==> src/hdl/board_monitor_pkg.sv <==
package board_monitor_pkg;

	localparam int NUM_METERS = 4; // Measured board clocks.
	localparam int GATE_CYCLES = 1024; // Gate window in hw cycles.
	localparam int FREQ_WIDTH = 32; // Width of one frequency result.
	localparam logic [31:0] BOARD_ID = 32'hB0A2_D041; // Fixed board identifier.
	localparam int HB_SHIFT = 4; // Heartbeat bit on LED 0, about 24 on hardware.
	localparam int AXIL_ADDR_WIDTH = 8;
	localparam int AXIL_DATA_WIDTH = 32;

	// REG_CTRL layout: byte 0 holds the meter enable, byte 1 the LED mode.
	localparam int CTRL_EN_BIT = 0; // Meter enable bit.
	localparam int CTRL_MODE_LSB = 8; // LED mode field, two bits.

	localparam logic [1:0] RESP_OKAY = 2'b00; // Normal access.
	localparam logic [1:0] RESP_SLVERR = 2'b10; // Unmapped offset.

	typedef enum logic [1:0] {
		LED_HEARTBEAT = 2'd0, // Free-running counter.
		LED_PATTERN = 2'd1, // Software test pattern.
		LED_ACTIVITY = 2'd2, // Meter update toggles.
		LED_OFF = 2'd3 // All dark.
	} led_mode_e;

	typedef enum logic [7:0] {
		REG_ID = 8'h00,
		REG_CTRL = 8'h04,
		REG_PATTERN = 8'h08,
		REG_FREQ0 = 8'h10,
		REG_FREQ1 = 8'h14,
		REG_FREQ2 = 8'h18,
		REG_FREQ3 = 8'h1C
	} reg_addr_e;

	typedef enum logic [1:0] {
		IDLE,
		WRITE_RESP,
		READ_RESP
	} axil_state_e;

	typedef struct packed {
		logic awvalid;
		logic [AXIL_ADDR_WIDTH-1:0] awaddr;
		logic wvalid;
		logic [AXIL_DATA_WIDTH-1:0] wdata;
		logic [AXIL_DATA_WIDTH/8-1:0] wstrb;
		logic bready;
		logic arvalid;
		logic [AXIL_ADDR_WIDTH-1:0] araddr;
		logic rready;
	} axil_req_t;

	typedef struct packed {
		logic awready;
		logic wready;
		logic bvalid;
		logic [1:0] bresp;
		logic arready;
		logic rvalid;
		logic [AXIL_DATA_WIDTH-1:0] rdata;
		logic [1:0] rresp;
	} axil_rsp_t;

	typedef struct packed {
		logic meter_enable; // Runs all meters.
		led_mode_e led_mode; // LED source select.
		logic [7:0] pattern; // Test pattern for LED_PATTERN.
	} monitor_ctrl_t;

	typedef struct packed {
		logic [FREQ_WIDTH-1:0] count; // Edges in the last window.
		logic valid; // One cycle when count updates.
	} freq_result_t;

endpackage
==> src/hdl/board_monitor.sv <==
`timescale 1ns/1ps

module board_monitor (
	input logic hw,
	input logic rst_n,
	input board_monitor_pkg::axil_req_t axil_req,
	output board_monitor_pkg::axil_rsp_t axil_rsp,
	input logic [board_monitor_pkg::NUM_METERS-1:0] meter_clks,
	output logic [7:0] leds
);
	import board_monitor_pkg::*;

	monitor_ctrl_t ctrl; // Register outputs to the datapath.
	freq_result_t results [NUM_METERS]; // Meter results back to registers.
	logic [NUM_METERS-1:0] meter_valid; // Update pulses for the LEDs.

	monitor_regs u_regs (
		.hw(hw),
		.rst_n(rst_n),
		.axil_req(axil_req),
		.axil_rsp(axil_rsp),
		.results(results),
		.ctrl(ctrl)
	);

	// One meter per board clock, all timed from hw.
	generate
		for (genvar i = 0; i < NUM_METERS; i++) begin : gen_meter
			freq_meter u_meter (
				.hw(hw),
				.rst_n(rst_n),
				.fin(meter_clks[i]),
				.enable(ctrl.meter_enable),
				.result(results[i])
			);
			assign meter_valid[i] = results[i].valid;
		end
	endgenerate

	led_driver u_leds (
		.hw(hw),
		.rst_n(rst_n),
		.mode(ctrl.led_mode),
		.pattern(ctrl.pattern),
		.meter_valid(meter_valid),
		.leds(leds)
	);

endmodule

==> src/hdl/led_driver.sv <==
`timescale 1ns/1ps

module led_driver (
	input logic hw,
	input logic rst_n,
	input board_monitor_pkg::led_mode_e mode,
	input logic [7:0] pattern,
	input logic [board_monitor_pkg::NUM_METERS-1:0] meter_valid,
	output logic [7:0] leds
);
	import board_monitor_pkg::*;

	logic [HB_SHIFT+7:0] hb_cnt; // Heartbeat counter.
	logic [NUM_METERS-1:0] activity; // One toggle per meter.
	logic [7:0] led_src; // Selected source before the register.

	always_ff @(posedge hw) begin
		if (!rst_n) begin
			hb_cnt <= '0;
			activity <= '0;
		end else begin
			hb_cnt <= hb_cnt + 1'b1; // Free running.
			activity <= activity ^ meter_valid; // Flip on each update.
		end
	end

	always_comb begin
		case (mode)
			LED_HEARTBEAT: led_src = hb_cnt[HB_SHIFT +: 8]; // Slow bits only.
			LED_PATTERN: led_src = pattern;
			LED_ACTIVITY: led_src = 8'(activity); // Upper LEDs stay dark.
			LED_OFF: led_src = '0;
			default: led_src = '0;
		endcase
	end

	// Registered output, one cycle behind the source.
	always_ff @(posedge hw) begin
		if (!rst_n) begin
			leds <= '0;
		end else begin
			leds <= led_src;
		end
	end

endmodule

==> src/hdl/monitor_regs.sv <==
`timescale 1ns/1ps

module monitor_regs (
	input logic hw,
	input logic rst_n,
	input board_monitor_pkg::axil_req_t axil_req,
	output board_monitor_pkg::axil_rsp_t axil_rsp,
	input board_monitor_pkg::freq_result_t results [board_monitor_pkg::NUM_METERS],
	output board_monitor_pkg::monitor_ctrl_t ctrl
);
	import board_monitor_pkg::*;

	axil_state_e state; // Bus engine state.
	logic wr_hs; // Write address and data accepted.
	logic rd_hs; // Read address accepted.
	logic bvalid; // Write response pending.
	logic [1:0] bresp; // Held write response.
	logic rvalid; // Read data pending.
	logic [AXIL_DATA_WIDTH-1:0] rdata; // Held read data.
	logic [1:0] rresp; // Held read response.
	logic [1:0] wr_resp; // Decoded write response.
	logic [AXIL_DATA_WIDTH-1:0] rd_data; // Read mux output.
	logic [1:0] rd_resp; // Decoded read response.
	logic [FREQ_WIDTH-1:0] freq_regs [NUM_METERS]; // Latest meter counts.

	// Reads win over a write arriving in the same cycle.
	assign rd_hs = (state == IDLE) && axil_req.arvalid;
	assign wr_hs = (state == IDLE) && axil_req.awvalid && axil_req.wvalid && !axil_req.arvalid;

	always_comb begin
		axil_rsp = '0;
		axil_rsp.awready = wr_hs; // Address and data ready together.
		axil_rsp.wready = wr_hs;
		axil_rsp.arready = rd_hs;
		axil_rsp.bvalid = bvalid;
		axil_rsp.bresp = bresp;
		axil_rsp.rvalid = rvalid;
		axil_rsp.rdata = rdata;
		axil_rsp.rresp = rresp;
	end

	always_comb begin
		case (reg_addr_e'(axil_req.awaddr))
			REG_ID, REG_CTRL, REG_PATTERN: wr_resp = RESP_OKAY;
			REG_FREQ0, REG_FREQ1, REG_FREQ2, REG_FREQ3: wr_resp = RESP_OKAY; // Read-only, dropped.
			default: wr_resp = RESP_SLVERR;
		endcase
	end

	always_comb begin
		rd_data = '0; // Unmapped reads return zero.
		rd_resp = RESP_OKAY;
		case (reg_addr_e'(axil_req.araddr))
			REG_ID: rd_data = BOARD_ID;
			REG_CTRL: begin
				rd_data[CTRL_EN_BIT] = ctrl.meter_enable;
				rd_data[CTRL_MODE_LSB +: 2] = ctrl.led_mode;
			end
			REG_PATTERN: rd_data[7:0] = ctrl.pattern;
			REG_FREQ0: rd_data = freq_regs[0];
			REG_FREQ1: rd_data = freq_regs[1];
			REG_FREQ2: rd_data = freq_regs[2];
			REG_FREQ3: rd_data = freq_regs[3];
			default: rd_resp = RESP_SLVERR;
		endcase
	end

	// Counts follow the meters and clear while they are stopped.
	always_ff @(posedge hw) begin
		for (int i = 0; i < NUM_METERS; i++) begin
			if (!rst_n || !ctrl.meter_enable) begin
				freq_regs[i] <= '0;
			end else if (results[i].valid) begin
				freq_regs[i] <= results[i].count; // Capture on window end.
			end
		end
	end

	always_ff @(posedge hw) begin
		if (rd_hs) begin
			rdata <= rd_data; // Sampled at address handshake.
			rresp <= rd_resp;
		end
		if (wr_hs) begin
			bresp <= wr_resp;
		end
	end

	always_ff @(posedge hw) begin
		if (!rst_n) begin
			state <= IDLE;
			bvalid <= 1'b0;
			rvalid <= 1'b0;
			ctrl.meter_enable <= 1'b1; // Meters run from reset.
			ctrl.led_mode <= LED_HEARTBEAT;
			ctrl.pattern <= '0;
		end else begin
			case (state)
				IDLE: begin
					if (rd_hs) begin
						rvalid <= 1'b1;
						state <= READ_RESP;
					end else if (wr_hs) begin
						bvalid <= 1'b1;
						state <= WRITE_RESP;
					end
				end
				WRITE_RESP: begin
					if (axil_req.bready) begin
						bvalid <= 1'b0; // Response taken.
						state <= IDLE;
					end
				end
				READ_RESP: begin
					if (axil_req.rready) begin
						rvalid <= 1'b0;
						state <= IDLE;
					end
				end
				default: state <= IDLE;
			endcase
			if (wr_hs) begin
				case (reg_addr_e'(axil_req.awaddr))
					REG_CTRL: begin
						if (axil_req.wstrb[0]) ctrl.meter_enable <= axil_req.wdata[CTRL_EN_BIT];
						if (axil_req.wstrb[1]) begin
							ctrl.led_mode <= led_mode_e'(axil_req.wdata[CTRL_MODE_LSB +: 2]);
						end
					end
					REG_PATTERN: begin
						if (axil_req.wstrb[0]) ctrl.pattern <= axil_req.wdata[7:0];
					end
					default: ; // Nothing writable here.
				endcase
			end
		end
	end

endmodule

==> src/hdl/freq_meter.sv <==
`timescale 1ns/1ps

module freq_meter (
	input logic hw,
	input logic rst_n,
	input logic fin,
	input logic enable,
	output board_monitor_pkg::freq_result_t result
);
	import board_monitor_pkg::*;

	logic fin_meta; // First synchronizer stage.
	logic fin_sync; // Second synchronizer stage.
	logic fin_prev; // Delayed copy for edge detect.
	logic rise; // One hw cycle per input rising edge.
	logic [$clog2(GATE_CYCLES)-1:0] gate_cnt; // Position inside the gate window.
	logic gate_end; // Last cycle of the window.
	logic [FREQ_WIDTH-1:0] edge_cnt; // Edges seen so far in this window.

	// Input clock is sampled as data, so it must stay below hw/2.
	always_ff @(posedge hw) begin
		if (!rst_n) begin
			fin_meta <= 1'b0;
			fin_sync <= 1'b0;
			fin_prev <= 1'b0;
		end else begin
			fin_meta <= fin; // May go metastable.
			fin_sync <= fin_meta; // Settled level.
			fin_prev <= fin_sync; // Previous level.
		end
	end

	assign rise = fin_sync & ~fin_prev; // Low to high seen.
	assign gate_end = (gate_cnt == $bits(gate_cnt)'(GATE_CYCLES - 1)); // Window closes.

	always_ff @(posedge hw) begin
		if (!rst_n || !enable) begin
			gate_cnt <= '0; // Next window starts on enable.
			edge_cnt <= '0;
			result.count <= '0; // Disabled meter reads zero.
			result.valid <= 1'b0;
		end else if (gate_end) begin
			gate_cnt <= '0; // Back-to-back windows.
			edge_cnt <= '0; // Restart edge count.
			result.count <= edge_cnt + FREQ_WIDTH'(rise); // Include the last cycle.
			result.valid <= 1'b1; // Publish.
		end else begin
			gate_cnt <= gate_cnt + 1'b1;
			edge_cnt <= edge_cnt + FREQ_WIDTH'(rise);
			result.valid <= 1'b0;
		end
	end

endmodule

==> config.mk <==
export PLATFORM = sky130hd
export DESIGN_NAME = board_monitor
export DESIGN_NICKNAME = d
export VERILOG_FILES = /design/src/hdl/board_monitor_pkg.sv /design/src/hdl/board_monitor.sv /design/src/hdl/led_driver.sv /design/src/hdl/monitor_regs.sv /design/src/hdl/freq_meter.sv
export SDC_FILE = /design/constraint.sdc
export NUM_CORES = 1
export LEC_CHECK = 0
export BUFFER_PORTS_ARGS = -buffer_cell sky130_fd_sc_hd__buf_2
export CORE_MARGIN = 2
export CORE_UTILIZATION = 65
export CTS_CLUSTER_SIZE = 30
export DETAILED_ROUTE_END_ITERATION = 12
export GPL_TIMING_DRIVEN = 0
export PLACE_DENSITY = 0.84
export SYNTH_ARGS = -nofsm -noshare
export SYNTH_HDL_FRONTEND = slang
export SYNTH_SLANG_ARGS = --single-unit
==> constraint.sdc <==
create_clock -name hw -period 5.8 [get_ports hw]
set_clock_uncertainty 0.05 [all_clocks]
set_input_delay 1.16 -clock hw [delete_from_list [all_inputs] [get_ports hw]]
set_output_delay 1.16 -clock hw [all_outputs]
set_load 0.005 [all_outputs]
==> summary.txt <==
Floorplan
  – Chip width: between 150 and 200 um
  – Die area: ~33000 um2
  – Vert. Die Dim: 181.4 um
  – Starting Density: approximately 67%
  – Top Ports: between 100 and 150
  – # rows: 64
  – CORE AREA: approximately 31000 um2

Synth
  – Yosys warning count: 0
  – Synth area leaders: dfxtp_1 34%, edfxtp_1 24%, and3_1 5.0%
  – Seq/Total Area, Yosys: between 50% and 60%
  – Synth area leader: dfxtp_1
  – Number of synthesized flops with an enable pin: between 150 and 200
  – Post-synth cell types: 54
  – Primary FF master, synth: dfxtp_1
  – Asr flop ratio synth: 0%
  – Mapped cell area: 20450 um2
  – Synth top area share: 34.36%
  – Synthesized flop and latch total: 513
  – Mean Syn Cell Area: roughly 11 um2
  – Post-synthesis cell count: 1901

Timing
  – Final Slew Violations: 0
  – RSZ-0062 raised after global routing: no
  – Endpoints failing setup: 0
  – Relative slew slack: ~30%
  – Final setup TNS: 0 ns
  – Tcrit/Tclk final: roughly 64%
  – Max Fclk: about 270 MHz
  – Final hold vios: 0
  – Slew @ Worst Pin: ~1.1 ns
  – Fin crit period: between 3 and 4 ns

Critical path
  – Worst Path Max Fanout: 34
  – Crit-path slowest cell: nor2_4
  – WS Path Type: input pin to output pin
  – Startpoint type of the worst setup path: input pin
  – WP buf/inv: 4
  – Cell breakdown of the critical path: buf_2, inv_1, nor2_4, buf_4, buf_2
  – Max stage delay on crit path: 0.81 ns
  – CP Data Required Time: ~4.6 ns
  – Crit path max-delay family: simple AND/OR/NAND/NOR gates
  – CP arrival: ~2.5 ns
  – Most frequent CP cell: buf_2
  – CP endpoint kind: output pin

GRT
  – Vias in the first global route: between 15000 and 20000
  – GRT Total Usage: approximately 33%
  – Initial antenna violation count: 2
  – Largest net degree at the start of global routing: 35
  – First-pass GRT wire length: 84330 um
  – Global route overflow: 0

Layout
  – Share of layout cells above drive strength 1: 13.14%
  – NumNets Final: about 2100
  – Layout area overhead: 13.65%

Clocking
  – Clock slew at reported path FFs: ~0.06 ns
  – CTS resizes: 0
  – Hold Buf Count CTS: 0
  – Post-CTS Setup Repair Bufs: 0
  – CTS Root Cell: clkbuf_16
  – Clk Latency, worst-skew pair: approximately 0.58 ns
  – CTS Sinks: about 510
  – CTS buffer count: 49
  – Htree depth: 2
  – Max Buffers Root-to-Sink: 3
  – CTS tree: done

Placement
  – RePlAce Congestion: around 0.99
  – IO buf count: 84
  – Detailed placer's ending HPWL: approximately 38000 um

Route
  – TritonRoute pass-1 iters: 6
  – Detailed Route WL: 54270 um
  – Vias: ~16000
  – DRT antenna net count: 0
  – DRC Markers: 0
  – Vias per cell: around 6.3
  – Wire per inst: ~22 um
  – Iter 0 DRT Violations: around 1600

Pwr
  – Flop pwr share: approximately half
  – PD cells: around 330 nW/um2
  – Switching Share: 20.53%
  – Static leakage: around 0.009 uW
  – Clock power share: 47.2%
  – Net Sw Power: around 1600 uW
  – Combinational Power Share: approximately 3.1%
  – Post-layout power: 7649 uW
  – P_int: a little over 6000 uW
  – Peak VDD IR: 222.2 uV

Min path
  – Hold Crit Class: flop to flop

Flow run
  – Max-cap violation count: 0

Status
  – Status: finished clean
[synthesized netlist by cell type, types with 53 or more instances]
library cell	number
nor2_1	247
nand3_1	76
and2_1	53
o21ai_0	85
and3_1	165
xnor2_1	80
a21oi_1	90
edfxtp_1	162
nand2_1	96
clkbuf_1	76
xor2_1	85
dfxtp_1	351
[cell families after synthesis]
group                    share of synthesized area [%]
AO/OA/AOI/OAI                                    6.632
XOR/XNOR                                         7.066
AND/OR/NAND/NOR                                  20.26
other                                          0.01834
buffers and inverters                            3.028
multiplexers                                     4.062
adder cells (fa/ha/maj)                         0.7953
flip-flops                                       58.14
[stage by stage]
| step | std cells | setup slack, ns | area, um2 | utilization, % | hold slack, ns |
|---|---|---|---|---|---|
| 3_3_place_gp | 2382 | 0.8256 | 21370 | 69.50 | 0.3741 |
| 5_1_grt | 2474 | 2.027 | 23240 | 75.59 | 0.4200 |
| 4_1_cts | 2474 | 2.114 | 23230 | 75.55 | 0.4005 |
| 3_5_place_dp | 2382 | 1.835 | 21380 | 69.53 | 0.3776 |
| 6_report | 2475 | 2.075 | 23240 | 75.59 | 0.3907 |
| 2_1_floorplan | 1902 | 1.678 | 20460 | - | 0.3619 |
[final cells by class]
cell class	count	area, um2
sequential	513	11890
multi-input combinational	1245	7963
fill	1912	7505
clock buffer	66	1439
buffer	122	536.8
tap	396	495.5
timing repair buffer	84	420.4
clock inverter	26	414.1
inverter	22	82.58
antenna	1	2.502
[worst register-to-register path: stages, from the launching register on]
cell	delay, ns
dfxtp_1	0.32
nor2b_1	0.46
ha_1	0.37
ha_1	0.23
nand3_1	0.18
nor3_1	0.25
buf_2	0.29
nand4_1	0.15
xor2_1	0.32
a21oi_1	0.12
[power by group through the flow]
| stage | combinational, uW | clock [uW] | sequential (uW) |
|---|---|---|---|
| 4_1_cts | 235 | 3610 | 3800 |
| 3_3_place_gp | 220 | 0 | 3880 |
| 2_1_floorplan | 140 | 0 | 3860 |
| 6_report | 238 | 3610 | 3800 |
| 5_1_grt | 256 | 3770 | 3800 |
| 3_5_place_dp | 230 | 0 | 3880 |
[state kept, by name (all words and copies together), names as in the netlist, 2 cells and up]
name	cells
u_leds.leds	8
u_regs.rdata	32
gen_meter.u_meter.fin_prev	4
u_regs.ctrl	11
u_leds.activity	4
gen_meter.u_meter.result	132
u_regs.freq_regs	128
u_regs.state	2
gen_meter.u_meter.edge_cnt	128
gen_meter.u_meter.gate_cnt	40
gen_meter.u_meter.fin_meta	4
u_leds.hb_cnt	12
gen_meter.u_meter.fin_sync	4
[layout by cell type, fill, tap and decap left out, types with 6 or more instances in the layout]
master / instances
nand4_1: 44
dfxtp_1: 351
xnor2_1: 80
edfxtp_1: 162
nand2_1: 96
ha_1: 13
bufinv_16: 11
o21ai_0: 85
and2_1: 53
nor4_1: 7
inv_1: 22
a211oi_1: 42
nand3_1: 76
buf_2: 120
clkbuf_1: 82
nor4_2: 7
mux2i_1: 11
a22o_1: 6
and4_1: 18
buf_4: 7
xor2_1: 85
clkbuf_16: 53
mux4_2: 32
nor2_1: 246
nor2b_1: 10
clkbuf_8: 6
clkinv_2: 8
nor3_1: 24
and3_1: 165
a21oi_1: 90
o21ai_1: 8
[final timing paths]
kind         cells after the start  slack, ns                          start                              end
max reg2reg                      9       2.93  gen_meter[1].u_meter.fin_sync  gen_meter[1].u_meter.result[31]
min reg2reg                      1       0.39  gen_meter[1].u_meter.fin_meta    gen_meter[1].u_meter.fin_sync
max                              5       2.07                    axil_req[9]                     axil_rsp[35]
min                              1       0.39  gen_meter[1].u_meter.fin_meta    gen_meter[1].u_meter.fin_sync
[layer usage]
metal  track usage (%)  vias up  wire (um)
met3             6.177      164       5215
met4             14.18        2       2499
met5                 0        -         12
met2             55.77      873      26040
met1             42.31     7518      20500
li1                  -     6990          -
Note: power is estimated with default switching activity, not from simulation.
